===== src/hdl/core_pkg.sv =====
`default_nettype none

package core_pkg;

	localparam int core_w = 16;

	// low bits of the shift amount that select a position inside one word
	localparam int core_sw = $clog2(core_w);

	// data-processing opcodes in ARM encoding order
	typedef enum logic [3:0] {
		alu_and = 4'd0,
		alu_eor = 4'd1,
		alu_sub = 4'd2,
		alu_rsb = 4'd3,
		alu_add = 4'd4,
		alu_adc = 4'd5,
		alu_sbc = 4'd6,
		alu_rsc = 4'd7,
		alu_tst = 4'd8,   // flags only in the real ISA, q is still reported here
		alu_teq = 4'd9,
		alu_cmp = 4'd10,
		alu_cmn = 4'd11,
		alu_orr = 4'd12,
		alu_mov = 4'd13,
		alu_bic = 4'd14,
		alu_mvn = 4'd15
	} alu_op;

	typedef enum logic [1:0] {
		shift_lsl = 2'd0,
		shift_lsr = 2'd1,
		shift_asr = 2'd2,
		shift_ror = 2'd3
	} shift_kind;

	// n sits in the top bit so the struct reads as NZCV
	typedef struct packed {
		logic n;
		logic z;
		logic c;
		logic v;
	} psr_flags;

endpackage

`default_nettype wire


===== src/hdl/core_alu.sv =====
`default_nettype none

module core_alu import core_pkg::*; (
	input  alu_op               op,
	input  logic [core_w - 1:0] a,
	input  logic [core_w - 1:0] base,
	input  logic [7:0]          shift,
	input  shift_kind           kind,
	input  logic                c_in,

	output logic [core_w - 1:0] q,
	output psr_flags            nzcv,
	output logic                v_valid
);

	logic [core_w - 1:0] b;
	logic [core_w - 1:0] op_a;
	logic [core_w - 1:0] op_b;
	logic [core_w - 1:0] add_b;
	logic [core_w - 1:0] cin_add;
	logic [core_w - 1:0] q_add;
	logic [core_w - 1:0] q_and;
	logic [core_w - 1:0] q_orr;
	logic [core_w - 1:0] q_xor;
	logic                c_shift;
	logic                c_add;
	logic                v_add;
	logic                c_out;
	logic                swap;
	logic                sub;
	logic                bic;
	logic                cin_bit;

	core_alu_shifter u_shifter (
		.base (base),
		.shift(shift),
		.kind (kind),
		.c_in (c_in),
		.b    (b),
		.c    (c_shift)
	);

	assign op_a    = swap ? b : a;
	assign op_b    = swap ? a : b;
	assign add_b   = sub ? ~op_b : op_b;    // a - b is done as a + ~b + 1
	assign cin_add = {{(core_w - 1){1'b0}}, cin_bit};

	core_alu_add u_add (
		.a   (op_a),
		.b   (add_b),
		.c_in(cin_add),
		.q   (q_add),
		.c   (c_add),
		.v   (v_add)
	);

	assign q_and = a & (bic ? ~b : b);
	assign q_orr = a | b;
	assign q_xor = a ^ b;

	always_comb begin
		swap    = 1'b0;
		sub     = 1'b0;
		bic     = 1'b0;
		cin_bit = 1'b0;

		case (op)
			alu_sub, alu_cmp: begin
				sub     = 1'b1;
				cin_bit = 1'b1;
			end
			alu_rsb: begin
				swap    = 1'b1;
				sub     = 1'b1;
				cin_bit = 1'b1;
			end
			alu_sbc: begin
				sub     = 1'b1;
				cin_bit = c_in;   // a + ~b + c is a - b - not c
			end
			alu_rsc: begin
				swap    = 1'b1;
				sub     = 1'b1;
				cin_bit = c_in;
			end
			alu_adc:
				cin_bit = c_in;
			alu_bic:
				bic = 1'b1;
			default: ;
		endcase
	end

	always_comb begin
		unique case (op)
			alu_sub, alu_rsb, alu_add, alu_adc, alu_sbc, alu_rsc, alu_cmp, alu_cmn:
				q = q_add;
			alu_and, alu_tst, alu_bic:
				q = q_and;
			alu_eor, alu_teq:
				q = q_xor;
			alu_orr:
				q = q_orr;
			alu_mov:
				q = b;
			alu_mvn:
				q = ~b;
		endcase

		unique case (op)
			alu_sub, alu_rsb, alu_add, alu_adc, alu_sbc, alu_rsc, alu_cmp, alu_cmn: begin
				c_out   = c_add;
				v_valid = 1'b1;
			end
			alu_and, alu_eor, alu_tst, alu_teq, alu_orr, alu_mov, alu_bic, alu_mvn: begin
				c_out   = c_shift;   // logical ops take C from the shifter
				v_valid = 1'b0;
			end
		endcase
	end

	assign nzcv = '{n: q[core_w - 1], z: (q == '0), c: c_out, v: v_valid & v_add};

	// arithmetic opcodes are 2..7 and 10..11 in the ARM encoding
	always_comb begin
		assert final (v_valid == (op[3:1] inside {3'b001, 3'b010, 3'b011, 3'b101}))
			else $error("v_valid disagrees with the opcode class of %0d", op);
	end

endmodule

`default_nettype wire


===== src/hdl/core_alu_add.sv =====
`default_nettype none

module core_alu_add import core_pkg::*; (
	input  logic [core_w - 1:0] a,
	input  logic [core_w - 1:0] b,
	input  logic [core_w - 1:0] c_in,

	output logic [core_w - 1:0] q,
	output logic                c,
	output logic                v
);

	logic [core_w:0] sum;

	// subtraction arrives here already inverted, so c is the ARM "no borrow" carry
	assign sum = {1'b0, a} + {1'b0, b} + {1'b0, c_in};

	assign q = sum[core_w - 1:0];
	assign c = sum[core_w];

	// same-signed operands that give a sum of the other sign overflowed
	assign v = (a[core_w - 1] == b[core_w - 1]) && (q[core_w - 1] != a[core_w - 1]);

endmodule

`default_nettype wire


===== src/hdl/core_alu_shifter.sv =====
`default_nettype none

module core_alu_shifter import core_pkg::*; (
	input  logic [core_w - 1:0] base,
	input  logic [7:0]          shift,
	input  shift_kind           kind,
	input  logic                c_in,

	output logic [core_w - 1:0] b,
	output logic                c
);

	logic [core_sw - 1:0]    amt;
	logic [core_w:0]         lsl_w;
	logic [core_w:0]         lsr_w;
	logic [core_w:0]         asr_w;
	logic [2 * core_w - 1:0] rot_w;

	assign amt = shift[core_sw - 1:0];

	// one extra bit on each side catches the last bit shifted out
	assign lsl_w = {1'b0, base} << amt;              // {carry, result}
	assign lsr_w = {base, 1'b0} >> amt;              // {result, carry}
	assign asr_w = $signed({base, 1'b0}) >>> amt;
	assign rot_w = {base, base} >> amt;

	always_comb begin
		b = base;
		c = c_in;

		if (shift != 8'd0) begin
			unique case (kind)
				shift_lsl: begin
					if (shift < core_w) begin
						b = lsl_w[core_w - 1:0];
						c = lsl_w[core_w];
					end else if (shift == core_w) begin
						b = '0;
						c = base[0];
					end else begin
						b = '0;
						c = 1'b0;
					end
				end

				shift_lsr: begin
					if (shift < core_w) begin
						b = lsr_w[core_w:1];
						c = lsr_w[0];
					end else if (shift == core_w) begin
						b = '0;
						c = base[core_w - 1];
					end else begin
						b = '0;
						c = 1'b0;
					end
				end

				shift_asr: begin
					if (shift < core_w) begin
						b = asr_w[core_w:1];
						c = asr_w[0];
					end else begin
						// the sign fills everything, so the carry is the sign as well
						b = {core_w{base[core_w - 1]}};
						c = base[core_w - 1];
					end
				end

				shift_ror: begin
					b = rot_w[core_w - 1:0];
					c = rot_w[core_w - 1];   // the bit that wrapped into the top
				end
			endcase
		end
	end

	// a rotate by a nonzero multiple of the width moves nothing either
	always_comb begin
		assert final (amt != '0 || (shift != 8'd0 && kind != shift_ror) || b == base)
			else $error("shifter altered its operand with a zero effective amount");
	end

endmodule

`default_nettype wire


===== src/hdl/core_exec.sv =====
`default_nettype none

module core_exec import core_pkg::*; (
	input  logic                clk,
	input  logic                rst_n,
	input  logic                in_valid,
	input  alu_op               op,
	input  logic                set_flags,
	input  logic [core_w - 1:0] a,
	input  logic [core_w - 1:0] base,
	input  logic [7:0]          shift,
	input  shift_kind           kind,

	output logic [core_w - 1:0] q,
	output logic                out_valid,
	output psr_flags            flags
);

	logic [core_w - 1:0] q_next;
	psr_flags            nzcv_next;
	logic                v_valid;
	logic                flag_we;

	assign flag_we = in_valid & set_flags;

	core_alu u_alu (
		.op     (op),
		.a      (a),
		.base   (base),
		.shift  (shift),
		.kind   (kind),
		.c_in   (flags.c),   // ADC, SBC, RSC and the shifter see the stored carry
		.q      (q_next),
		.nzcv   (nzcv_next),
		.v_valid(v_valid)
	);

	core_psr u_psr (
		.clk      (clk),
		.rst_n    (rst_n),
		.we       (flag_we),
		.nzcv_next(nzcv_next),
		.v_valid  (v_valid),
		.flags    (flags)
	);

	always_ff @(posedge clk or negedge rst_n) begin
		if (!rst_n) begin
			q         <= '0;
			out_valid <= 1'b0;
		end else begin
			out_valid <= in_valid;
			if (in_valid)
				q <= q_next;   // q holds the last result between strobes
		end
	end

	a_valid_rise: assert property (
		@(posedge clk) disable iff (!rst_n)
		in_valid |=> out_valid
	) else $error("out_valid missing one cycle after a strobe");

	a_valid_fall: assert property (
		@(posedge clk) disable iff (!rst_n)
		!in_valid |=> !out_valid
	) else $error("out_valid raised without a strobe");

endmodule

`default_nettype wire


===== src/hdl/core_psr.sv =====
`default_nettype none

module core_psr import core_pkg::*; (
	input  logic     clk,
	input  logic     rst_n,
	input  logic     we,
	input  psr_flags nzcv_next,
	input  logic     v_valid,

	output psr_flags flags
);

	always_ff @(posedge clk or negedge rst_n) begin
		if (!rst_n) begin
			flags <= '0;
		end else if (we) begin
			flags.n <= nzcv_next.n;
			flags.z <= nzcv_next.z;
			flags.c <= nzcv_next.c;
			if (v_valid)
				flags.v <= nzcv_next.v;   // logical ops leave V alone
		end
	end

	a_v_kept: assert property (
		@(posedge clk) disable iff (!rst_n)
		we && !v_valid |=> $stable(flags.v)
	) else $error("V flag changed on a write without a valid overflow");

endmodule

`default_nettype wire


===== config.mk =====
export PLATFORM = sky130hd
export DESIGN_NAME = core_exec
export DESIGN_NICKNAME = d
export VERILOG_FILES = /design/src/hdl/core_pkg.sv /design/src/hdl/core_alu.sv /design/src/hdl/core_alu_add.sv /design/src/hdl/core_alu_shifter.sv /design/src/hdl/core_exec.sv /design/src/hdl/core_psr.sv
export SDC_FILE = /design/constraint.sdc
export NUM_CORES = 1
export LEC_CHECK = 0
export ABC_AREA = 1
export BUFFER_PORTS_ARGS = -buffer_cell sky130_fd_sc_hd__buf_4
export CAP_MARGIN = 20
export CORE_MARGIN = 3
export CORE_UTILIZATION = 55
export DETAILED_ROUTE_END_ITERATION = 10
export GPL_ROUTABILITY_DRIVEN = 1
export MAX_ROUTING_LAYER = met4
export PLACE_DENSITY_LB_ADDON = 0.2
export SYNTH_ARGS = -nofsm -noshare
export SYNTH_HDL_FRONTEND = slang
export SYNTH_SLANG_ARGS = --single-unit

===== constraint.sdc =====
create_clock -name clk -period 2.4 [get_ports clk]
set_clock_uncertainty 0.05 [all_clocks]
set_input_delay 0.24 -clock clk [delete_from_list [all_inputs] [get_ports clk]]
set_output_delay 0.24 -clock clk [all_outputs]
set_load 0.01 [all_outputs]

==> results of run 1 <==
-- metrics by stage --
step / cell area [um2] / util / setup TNS (ns)
4_1_cts: 8780 / 0.937 / -9.33
3_3_place_gp: 7560 / 0.807 / -17.49
3_5_place_dp: 7560 / 0.807 / -19.90
2_1_floorplan: 5500 / - / -7.68
-- kinds of logic after synthesis --
family / after synthesis
adders and majority gates: 33
buffers and inverters: 113
and+or+nand+nor: 615
DFF: 21
xor gates and xnor gates: 19
AOI/OAI and AO/OA: 166
-- timing repair --
action,in CTS
pin swaps,89
gates cloned,6
hold buffers,1
setup endpoints to repair,20
gates resized for setup,221
setup buffers,39
endpoints found under the hold margin,21
==> results list, run 1 <==
* Async set or reset register ratio after synthesis: 1.00
- Synthesized net count: 1,050
- Maximum number of pins on one net before global-route repair: 32
- The flow did not finish.
- Placed cell count: 1,321
* Number of H-tree levels: 1
- Xor/xnor cell area share of the yosys netlist: 0.0310
- In this run the mean area of a mapped cell was 5.55 um2.
- Ranking of synthesized cells by area: sky130_fd_sc_hd__nand2_1 (22%), sky130_fd_sc_hd__nand3_1 (17%), sky130_fd_sc_hd__dfrtp_1 (9.8%)
- List of most frequent post-synthesis cells: sky130_fd_sc_hd__nand2_1 (309), sky130_fd_sc_hd__nand3_1 (184), sky130_fd_sc_hd__o21ai_0 (103), sky130_fd_sc_hd__inv_1 (64), sky130_fd_sc_hd__nor2_1 (47)
* Worst EP Category: sequential cell input
- Number of cells produced by synthesis: 967
- The stage where the run came to a stop is 5_1_grt.
* Post-Synthesis Cell Area: 0.00537 mm2
* Synthesis-stage register bit count: 21
- In this run the horizontal extent of the chip is 105 um.
- Placer's final routability congestion estimate: 1.05
* Initial Util: 0.573
- Clock buffers created by TritonCTS: 3
* Clk buf depth: 2
- Of the post-synthesis cell area, the part taken by muxes is 0.
- The first error in the log reads "[ERROR DPL-0038] Utilization greater than 100%, impossible to legalize".
* Ports: 71
* YS warnings: 0
- The share of the synthesized area in compound gates (AO/OA/AOI/OAI) is 0.167.
- Top cell type's share of synthesized area: 0.216
- # port buffers: 70
* Sink Count: 21
- In this run the core area contains 35 standard-cell rows.
* Simple-gate area share of the yosys netlist: 0.529
- In this run the clock root is driven by a sky130_fd_sc_hd__clkbuf_8.
* HPWL Detailed: 17,400 um
- Die height: 105 um
* Worst setup slack before clock tree synthesis: -1.30 ns
- The share of the Yosys chip area taken by registers is 0.0978.
* Unique cell type count in the Yosys netlist: 45
- Main combinational cell family by area after synthesis: simple AND/OR/NAND/NOR gates
* Top FF cell, synth: sky130_fd_sc_hd__dfrtp_1
* Synth area leader: sky130_fd_sc_hd__nand2_1
* Endpoint with the least setup slack after the last repair: u_psr.flags[2]$_DFFE_PN0P_/D
- Of the total synthesized cell area, the portion taken by full adders, half adders and majority gates is 0.0797.
* Most frequent cell after synthesis: sky130_fd_sc_hd__nand2_1
* Number of enable-type register cells in the synthesized netlist: 0
==> run 2, diff against run 1 <==
Settings changed: CORE_UTILIZATION 55 to 40, MAX_ROUTING_LAYER met4 to not set, PLACE_DENSITY_LB_ADDON 0.2 to 0.15.
Clock period 2.4 ns to 3.1 ns, I/O delays scaled along.
==> results list, run 2 <==
- Run status: finished with violations
* Failing checks: setup timing
* Initial Util: 0.417 (-0.156)
- Number of cells produced by synthesis: 967 (unchanged)
- In the routed design, unresolved DRC markers number 0.
- Setup repair after global routing missed its margin: true
- Number of inserted diodes: 0
- In this run the clock root is driven by a sky130_fd_sc_hd__clkbuf_16.
- WP data arrival: 3.46 ns
* Global-route wire length before repair: 35,700 um
- Die extent in x: 122 um (+16%)
* Antenna violation net count after detailed routing: 0
- Clock buffers created by TritonCTS: 3 (unchanged)
- In the layout the commonest cells are sky130_fd_sc_hd__buf_4 (284), sky130_fd_sc_hd__nand2_1 (219), sky130_fd_sc_hd__nand3_1 (124).
- For this run, the detailed router's first-pass iteration total came to 5.
* # port buffers: 70 (unchanged)
* Per-cell via count in the routed design: 5.55
* Storage element area: 526 um2
* Final Hold Viols: 0
- Unique cell type count in the Yosys netlist: 45 (unchanged)
* Post-route minimum period: 3.36 ns
* CP endpoint kind: flip-flop
- Multi-input gate area in the final layout: 0.00560 mm2
- Number of fillers in the final layout: 1,033
- Die height: 122 um (+16%)
- Of all nets on the critical path, the largest fanout is 8.
- The worst setup path is launched from an input port.
- The register with the most flip-flops in the layout has 16 of them.
- Synth area leader: sky130_fd_sc_hd__nand2_1
- Top FF cell, synth: sky130_fd_sc_hd__dfrtp_1
- Number of H-tree levels: 1 (unchanged)
- For this run the aggregate overflow at the end of global routing stands at 0.
- Number of rows in the core area: 41 (+17%)
* Post-Synthesis Cell Area: 0.00537 mm2 (unchanged)
* Standby leakage power: 4.74 nW
- The number of sinks driven by the clock tree came to 21 (unchanged).
- Vias: 7,920
* Total track usage: 0.299
- The worst-case IR drop observed on VDD is 0.246 mV.
- Placeable core region: 0.0129 mm2
- At the pin with the least slew margin, the transition time is 0.918 ns.
- In the final layout, the registers with the most flip-flops are q x16, u_psr.flags x4, out_valid x1.
- After detailed routing, the average wire length per cell comes to 17.2 um.
- Synthesis-stage register bit count: 21 (unchanged)
- Part of the cycle the worst path needs: 1.09
- The detailed router finished its first iteration with 794 violations.
- Initial antenna violation count: 0
- Top cell type's share of synthesized area: 0.216 (unchanged)
- The count of pins over their slew limit came to 0.
- Fraction of final layout cells sized beyond drive strength 1: 0.505
* Synthesized net count: 1,050 (unchanged)
* Signed area change from the synthesized netlist to the final layout: 78.2%
- After clock tree synthesis, the clock-pin slew on the worst setup and hold paths is 0.06 ns.
- Ports: 71 (unchanged)
* Maximum number of pins on one net before global-route repair: 32
* Async set or reset register ratio after synthesis: 1.00 (unchanged)
- The count of synthesis-stage warnings from yosys is 0 (unchanged).
- The routability congestion estimate is 0.958 (-8.5%).
* Total setup violations reported at the end of the flow: 13
- TritonCTS clock tree: built
- The worst hold path belongs to the class in -> reg.
* Max frequency: 0.297 GHz
- Post-synthesis sequential area ratio: 0.0978 (unchanged)
- The via count of the first global-routing pass came to 7,071.
- Headroom to the max-slew limit came out at 0.387.
- Power spread over the standard cell area amounts to 319 mW/mm2.
- Max-cap violations: 0
- Overall power of the completed layout: 3.05 mW
- Number of enable-type register cells in the synthesized netlist: 0 (unchanged)
* Setup Total Neg Slack: -1.42 ns
* Ranking of synthesized cells by area: sky130_fd_sc_hd__nand2_1 (22%), sky130_fd_sc_hd__nand3_1 (17%), sky130_fd_sc_hd__dfrtp_1 (9.8%)
- Area of the die: 0.0149 mm2
- Most frequent cell after synthesis: sky130_fd_sc_hd__nand2_1
- At the end of the flow, the number of nets in the layout was 1,340.
- Crit path kind: in -> reg
- The post-synthesis average cell area was 5.55 um2 (unchanged).
* HPWL Detailed: 17,600 um (+1.6%)
- Sorting the synthesized cells by how often they occur yields sky130_fd_sc_hd__nand2_1 (309), sky130_fd_sc_hd__nand3_1 (184), sky130_fd_sc_hd__o21ai_0 (103), sky130_fd_sc_hd__inv_1 (64), sky130_fd_sc_hd__nor2_1 (47).
- Leading cell type in the layout, fill and taps excluded: sky130_fd_sc_hd__buf_4
- The buffer levels on the longest clock path came to 2 (unchanged).
- The register with the most flip-flops in the final layout is q.
- STA puts the critical path data required time at 3.20 ns.
- Wirelength, routed: 24,600 um
* Smallest setup slack after layout: -0.264 ns
- The later pin in the worst-skew pair is clocked with a latency of 0.25 ns.
-- run 2: logic make-up after synthesis --
logic type / after synthesis / synth area share
fa+ha+maj: 33 / 0.0797
flops: 21 / 0.0978
xor+xnor: 19 / 0.0310
simple gates: 615 / 0.529
buf+inv: 113 / 0.0955
compound gates: 166 / 0.167
-- run 2: critical path: stages --
cell and delay, ns:
sky130_fd_sc_hd__bufbuf_16 0.25, sky130_fd_sc_hd__nand2_4 0.07, sky130_fd_sc_hd__nand2_2 0.11, sky130_fd_sc_hd__nand2_4 0.08
sky130_fd_sc_hd__nand2_4 0.09, sky130_fd_sc_hd__nand2_2 0.05, sky130_fd_sc_hd__nand2_2 0.07, sky130_fd_sc_hd__nor2_1 0.04
sky130_fd_sc_hd__o211ai_1 0.28, sky130_fd_sc_hd__nand2_1 0.15, sky130_fd_sc_hd__o21ai_2 0.15, sky130_fd_sc_hd__xor2_1 0.08
sky130_fd_sc_hd__ha_1 0.35, sky130_fd_sc_hd__nand2_2 0.10, sky130_fd_sc_hd__nor3_4 0.21, sky130_fd_sc_hd__nand4_1 0.17
sky130_fd_sc_hd__nand2_2 0.15, sky130_fd_sc_hd__nand3_2 0.09, sky130_fd_sc_hd__nand2_2 0.07, sky130_fd_sc_hd__nand2_1 0.04
sky130_fd_sc_hd__nand2_1 0.06, sky130_fd_sc_hd__nor2_2 0.05, sky130_fd_sc_hd__a21oi_2 0.15, sky130_fd_sc_hd__nor2_1 0.06
sky130_fd_sc_hd__nand2_1 0.07, sky130_fd_sc_hd__nor2_1 0.05, sky130_fd_sc_hd__nand3_1 0.07, sky130_fd_sc_hd__nand2_1 0.05
-- run 2: layout make-up --
type | count | share of cell area
clock buffer | 3 | 0.00784
clock inverter | 1 | 0.000523
inverter | 70 | 0.0320
multi-input combinational | 833 | 0.585
sequential | 21 | 0.0549
tap | 172 | 0.0225
timing repair buffer | 326 | 0.293
timing repair inverter | 2 | 0.00431
-- run 2: worst paths after layout --
path / slack (ns) / depth (start not counted) / from / to
max in group asynchronous: 2.35 / 2 / rst_n / q[7]$_DFFE_PN0P_
max: -0.26 / 28 / shift[0] / u_psr.flags[2]$_DFFE_PN0P_
min reg2reg: 0.44 / 2 / q[7]$_DFFE_PN0P_ / q[7]$_DFFE_PN0P_
max reg2reg: 0.17 / 19 / u_psr.flags[1]$_DFFE_PN0P_ / u_psr.flags[2]$_DFFE_PN0P_
min in group asynchronous: 0.43 / 2 / rst_n / q[8]$_DFFE_PN0P_
min: 0.15 / 1 / in_valid / out_valid$_DFF_PN0_
-- run 2: per-layer routing --
metal  part of all wire  vias to the layer above  routed length, um  global-route usage
li1                   -                     3848                  -                   -
met1               0.44                     3685              10900               0.452
met2               0.46                      351              11300               0.470
met3              0.083                       36               2030              0.0390
met4              0.013                        0                314              0.0280
met5                  0                        -                  0                   0
-- run 2: power by group --
group | leakage [nW] | internal, mW | switching (mW)
Clock | 0.0409 | 0.173 | 0.105
Sequential | 0.259 | 0.335 | 0.0367
Combinational | 4.44 | 1.13 | 1.27
-- run 2: stage by stage --
stage / setup WS (ns) / util / hold WS (ns) / area (um2) / std cells
after global routing: -0.477 / 0.743 / 0.147 / 9570 / 1428
after floorplan: -0.0786 / - / -0.0356 / 5480 / 967
after global placement: -0.927 / 0.591 / 0.156 / 7610 / 1378
final: -0.264 / 0.743 / 0.149 / 9570 / 1428
after detailed placement: -0.921 / 0.591 / 0.162 / 7610 / 1378
after CTS: -0.158 / 0.660 / 0.146 / 8500 / 1406
-- run 2: repair_timing --
action,4_1_cts,5_1_grt
gates cloned,6,2
hold buffers,1,0
buffers inserted,17,23
endpoints found under the setup margin,19,17
pin swaps,52,71
hold endpoints to repair,21,0
gates resized for setup,153,230
(Power assumes the default switching activity.)
==> run 3, diff against run 2 <==
Settings changed: ABC_AREA 1 to not set.
==> results list, run 3 <==
- The data required time of the worst path is 3.21 ns (about the same).
- The post-synthesis average cell area came to 7.89 um2 (+42%).
* Placer's final routability congestion estimate: 0.975 (+1.8%)
* Ranking of synthesized cells by area: sky130_fd_sc_hd__dfrtp_1 (8.9%), sky130_fd_sc_hd__ha_1 (6.6%), sky130_fd_sc_hd__mux4_2 (6.1%)
* Top cell by count, worst path: sky130_fd_sc_hd__buf_4
- Placeable core region: 0.0141 mm2 (+9.9%)
* Async set or reset register ratio after synthesis: 1.00 (unchanged)
- The first-pass GRT wire length was 42,000 um (+17%).
* TritonCTS clock tree: built
- # port buffers: 70 (unchanged)
- The number of H-tree levels came to 1 (unchanged).
- The library cell used most frequently in the layout, excluding fill and tap cells, is sky130_fd_sc_hd__buf_4.
- Overall power of the completed layout: 3.04 mW (-0.43%)
- The cell total after placement was 1,211 (-12%).
* Per-cell via count in the routed design: 6.12 (+10%)
- Startpoint type of the worst setup path: input port
- The commonest cells after synthesis are sky130_fd_sc_hd__nand2_1 (89), sky130_fd_sc_hd__o21ai_0 (56), sky130_fd_sc_hd__a21oi_1 (54), sky130_fd_sc_hd__nor2_1 (48), sky130_fd_sc_hd__mux2i_1 (33).
* Congestion Overflow GR: 0 (unchanged)
- Worst relative slew slack: 0.430 (+0.0429)
* Final instance count without filler cells: 1,252 (-12%)
- Path type of the worst min-delay path: in -> reg
- Worst path max stage delay: 0.62 ns (+0.27 ns)
- Clk buf depth: 2 (unchanged)
- Critical path, cell by cell: buf_12 > mux4_1 > mux2_4 > nand3b_1 > o211ai_1 > a22oi_2 > a21oi_2 > xor2_1 > fa_2 > buf_4 > buf_6 > nor2b_4 > o2111a_2 > buf_4 > o31a_1 > buf_4 > o32ai_2 > a211oi_2 > nand4b_1 > nor4_4 > nand4b_1 > o41ai_2
- Setup repair after global routing could not meet its margin everywhere.
- The detailed-routing iteration count for the pre-antenna-repair pass came to 5 (unchanged).
- The worst register-to-register path begins at u_psr.flags[1]$_DFFE_PN0P_.
* Via count of the first global-routing pass: 7,496 (+6.0%)
- The number of enable flip-flop cells after synthesis is 0 (unchanged).
- Clock buffers created by TritonCTS: 3 (unchanged)
- The final sum of negative setup slack was -18.91 ns (-17.49 ns).
- The count of cell types in the netlist is 93 (+110%).
* Depth of the worst register-to-register path: 18 (-1)
* Smallest setup slack after layout: -1.45 ns (-1.18 ns)
- Top delay family on crit path: compound AO/OA/AOI/OAI gates
- Crit Reg-Reg Endpoint: u_psr.flags[2]$_DFFE_PN0P_
- The all-layer global routing usage came to 0.324 (+0.0248).
* Library cell used as clock root buffer: sky130_fd_sc_hd__clkbuf_16
* Worst setup slack before clock tree synthesis: -1.82 ns (-0.898 ns)
- Final Hold Viols: 0 (unchanged)
- The clock latency on the worst-skew pair came to 0.26 ns (about the same).
* Synthesized net count: 833 (-21%)
- The share of layout cells above drive strength 1 came to 0.487 (-0.0174).
- Drt initial violations: 803 (+1.1%)
- Pwr Density: 329 mW/mm2 (+3.3%)
- Reg clk slew, reported paths: 0.06 ns (about the same)
- The count of synthesis-stage warnings from yosys was 0 (unchanged).
- Post-route minimum period: 4.55 ns (+1.18 ns)
* Number of cells produced by synthesis: 750 (-22%)
* Wirelength, routed: 27,200 um (+10%)
- Sink Count: 21 (unchanged)
- The maximum fanout count along the critical path came to 5 (-3).
- The largest net degree at the start of global routing is 29 (-9.4%).
* Remaining design rule violation count: 0 (unchanged)
- Library cell contributing the largest single delay on the critical path: sky130_fd_sc_hd__mux4_1
* Number of rows in the core area: 43 (+4.9%)
- The actual slew at the worst max-slew pin was 0.852 ns (-0.0665 ns).
* Standby leakage power: 4.25 nW (-10%)
- Crit path to: u_psr.flags[2]$_DFFE_PN0P_
- Vias: 7,667 (-3.2%)
* Crit path kind: in -> reg
- The largest registers in the layout are q x16, u_psr.flags x4, out_valid x1.
* Area of the die: 0.0163 mm2 (+9.7%)
- Part of the cycle the worst path needs: 1.47 (+0.382)
* Failing checks: setup timing
* Top FF cell, synth: sky130_fd_sc_hd__dfrtp_1
- The die span in x is 128 um (+4.7%).
- Count of nets after finishing: 1,155 (-14%)
- Largest reg by FF count: q
- Signed area change from the synthesized netlist to the final layout: 55.9%
- The count of pins over their slew limit came to 0 (unchanged).
* Synthesis-stage register bit count: 21 (unchanged)
- The total of endpoints with negative setup slack in the final report was 19 (+6).
- The half-perimeter wire length after placement was 21,600 um (+22%).
- The flip-flop count of the largest register, all copies and words added was 16 (unchanged).
* Detail-routed net length per standard cell: 21.7 um (+26%)
- The effective utilization at floorplan is 0.418 (+0.00109).
* WP depth: 22 (-21%)
* Top cell type's share of synthesized area: 0.0888 (-0.127)
* Flop2flop setup slack: -0.44 ns (-0.61 ns)
* Most frequent cell after synthesis: sky130_fd_sc_hd__nand2_1
- Antenna violation net count after detailed routing: 0 (unchanged)
- In the layout the commonest cells are sky130_fd_sc_hd__buf_4 (361), sky130_fd_sc_hd__nand2_1 (86), sky130_fd_sc_hd__a21oi_1 (47).
* Run status: finished with violations
- The I/O pin count was 71 (unchanged).
* Synth area leader: sky130_fd_sc_hd__dfrtp_1
* Die height: 128 um (+4.7%)
- The data arrival time at the worst-slack endpoint was 4.66 ns (+1.20 ns).
- The number of antenna violations at the first check in global routing was 0 (unchanged).
- Max-cap violations: 0 (unchanged)
- The highest clock rate is 0.220 GHz (-26%).
- The worst setup path is captured at a flip-flop.
* Launching element of the worst setup path: shift[0]
- Post-synthesis sequential area ratio: 0.0888 (-0.00904)
- Peak supply drop: 0.266 mV (+8.0%)
- Number of fillers in the final layout: 1,237 (+20%)
* Count of buffer and inverter cells on the critical path: 5 (+4)
- Worst-case hold slack: 0.262 ns (+0.114 ns)
- Post-Synthesis Cell Area: 0.00592 mm2 (+10%)
-- run 3: cell count changes after synthesis, sizes merged, moves of 11 or more --
| cell | before | now |
|---|---|---|
| mux2i | 0 | 33 |
| o21ai | 108 | 61 |
| o22ai | 0 | 14 |
| o211ai | 1 | 14 |
| a21oi | 34 | 55 |
| nand3 | 196 | 17 |
| nand2 | 343 | 89 |
| xnor2 | 3 | 18 |
| mux2 | 0 | 26 |
| mux4 | 0 | 25 |
| clkbuf | 21 | 46 |
| a211o | 0 | 11 |
| inv | 68 | 24 |
| nor2b | 0 | 12 |
-- run 3: logic make-up (layout without fill, tap and decap cells) --
family                     count (synthesis)  after routing  synth area share
AOI/OAI and AO/OA                        259            259             0.302
and+or+nand+nor                          232            232             0.191
buffers and inverters                     92            413            0.0960
muxes                                     84             84             0.207
adders and majority gates                 33             33            0.0723
xor gates and xnor gates                  29             29            0.0429
DFF                                       21             21            0.0888
other                                      0              1                 0
-- run 3: final cells by class --
class	instances	area, um2	share of cell area
Multi-Input combinational cell	637	5280	0.573
Timing Repair Buffer	384	3010	0.327
Sequential cell	21	526	0.0570
Tap cell	180	225	0.0244
Inverter	25	93.8	0.0102
Clock buffer	3	75.1	0.00814
Clock inverter	1	5.00	0.000543
Antenna cell	1	2.50	0.000271
-- run 3: worst min path at each step --
stage	end	slack (ns)	cells past startpoint	from
after floorplan	out_valid$_DFF_PN0_	-0.04	0	rst_n
after global placement	q[15]$_DFFE_PN0P_	0.15	1	rst_n
after detailed placement	u_psr.flags[1]$_DFFE_PN0P_	0.16	1	rst_n
after CTS	out_valid$_DFF_PN0_	0.25	1	in_valid
after global routing	out_valid$_DFF_PN0_	0.26	1	in_valid
final	out_valid$_DFF_PN0_	0.26	1	in_valid
-- run 3: layer usage --
layer  track usage  share of wire  vias up
li1              -              -     3507
met1         0.477           0.44     3703
met2         0.490           0.44      416
met3        0.0832           0.11       41
met4        0.0412          0.011        0
met5             0              0        -
-- run 3: stage by stage --
| step | util | instance area, um2 |
|---|---|---|
| 3_5_place_dp | 0.594 | 8410 |
| 3_3_place_gp | 0.594 | 8410 |
| 2_1_floorplan | - | 6040 |
| 5_1_grt | 0.652 | 9220 |
| 6_report | 0.652 | 9220 |
| 4_1_cts | 0.637 | 9010 |
-- run 3: report_power, final --
group / total (mW) / switching (mW) / internal (mW) / leakage [nW]
Sequential: 0.393 / 0.0436 / 0.350 / 0.253
Combinational: 2.36 / 1.13 / 1.23 / 3.96
Clock: 0.279 / 0.105 / 0.174 / 0.0409
Total: 3.04 / 1.28 / 1.76 / 4.25
-- run 3: what timing repair did --
| item | 4_1_cts | 5_1_grt |
|---|---|---|
| gates resized for setup | 61 | 43 |
| endpoints found under the setup margin | 20 | 20 |
| cloned | 1 | 0 |
| buffers inserted | 31 | 9 |
| hold buffers | 1 | 0 |
| hold endpoints to repair | 21 | 0 |
| pin swaps | 28 | 27 |
-- run 3: worst reg2reg max path: cells and delay by family (launching register included) --
family,cells,cell delay [ns]
AOI/OAI and AO/OA,7,1.07
and+or+nand+nor,5,0.92
buffers and inverters,5,0.62
DFF,1,0.40
adders and majority gates,1,0.36
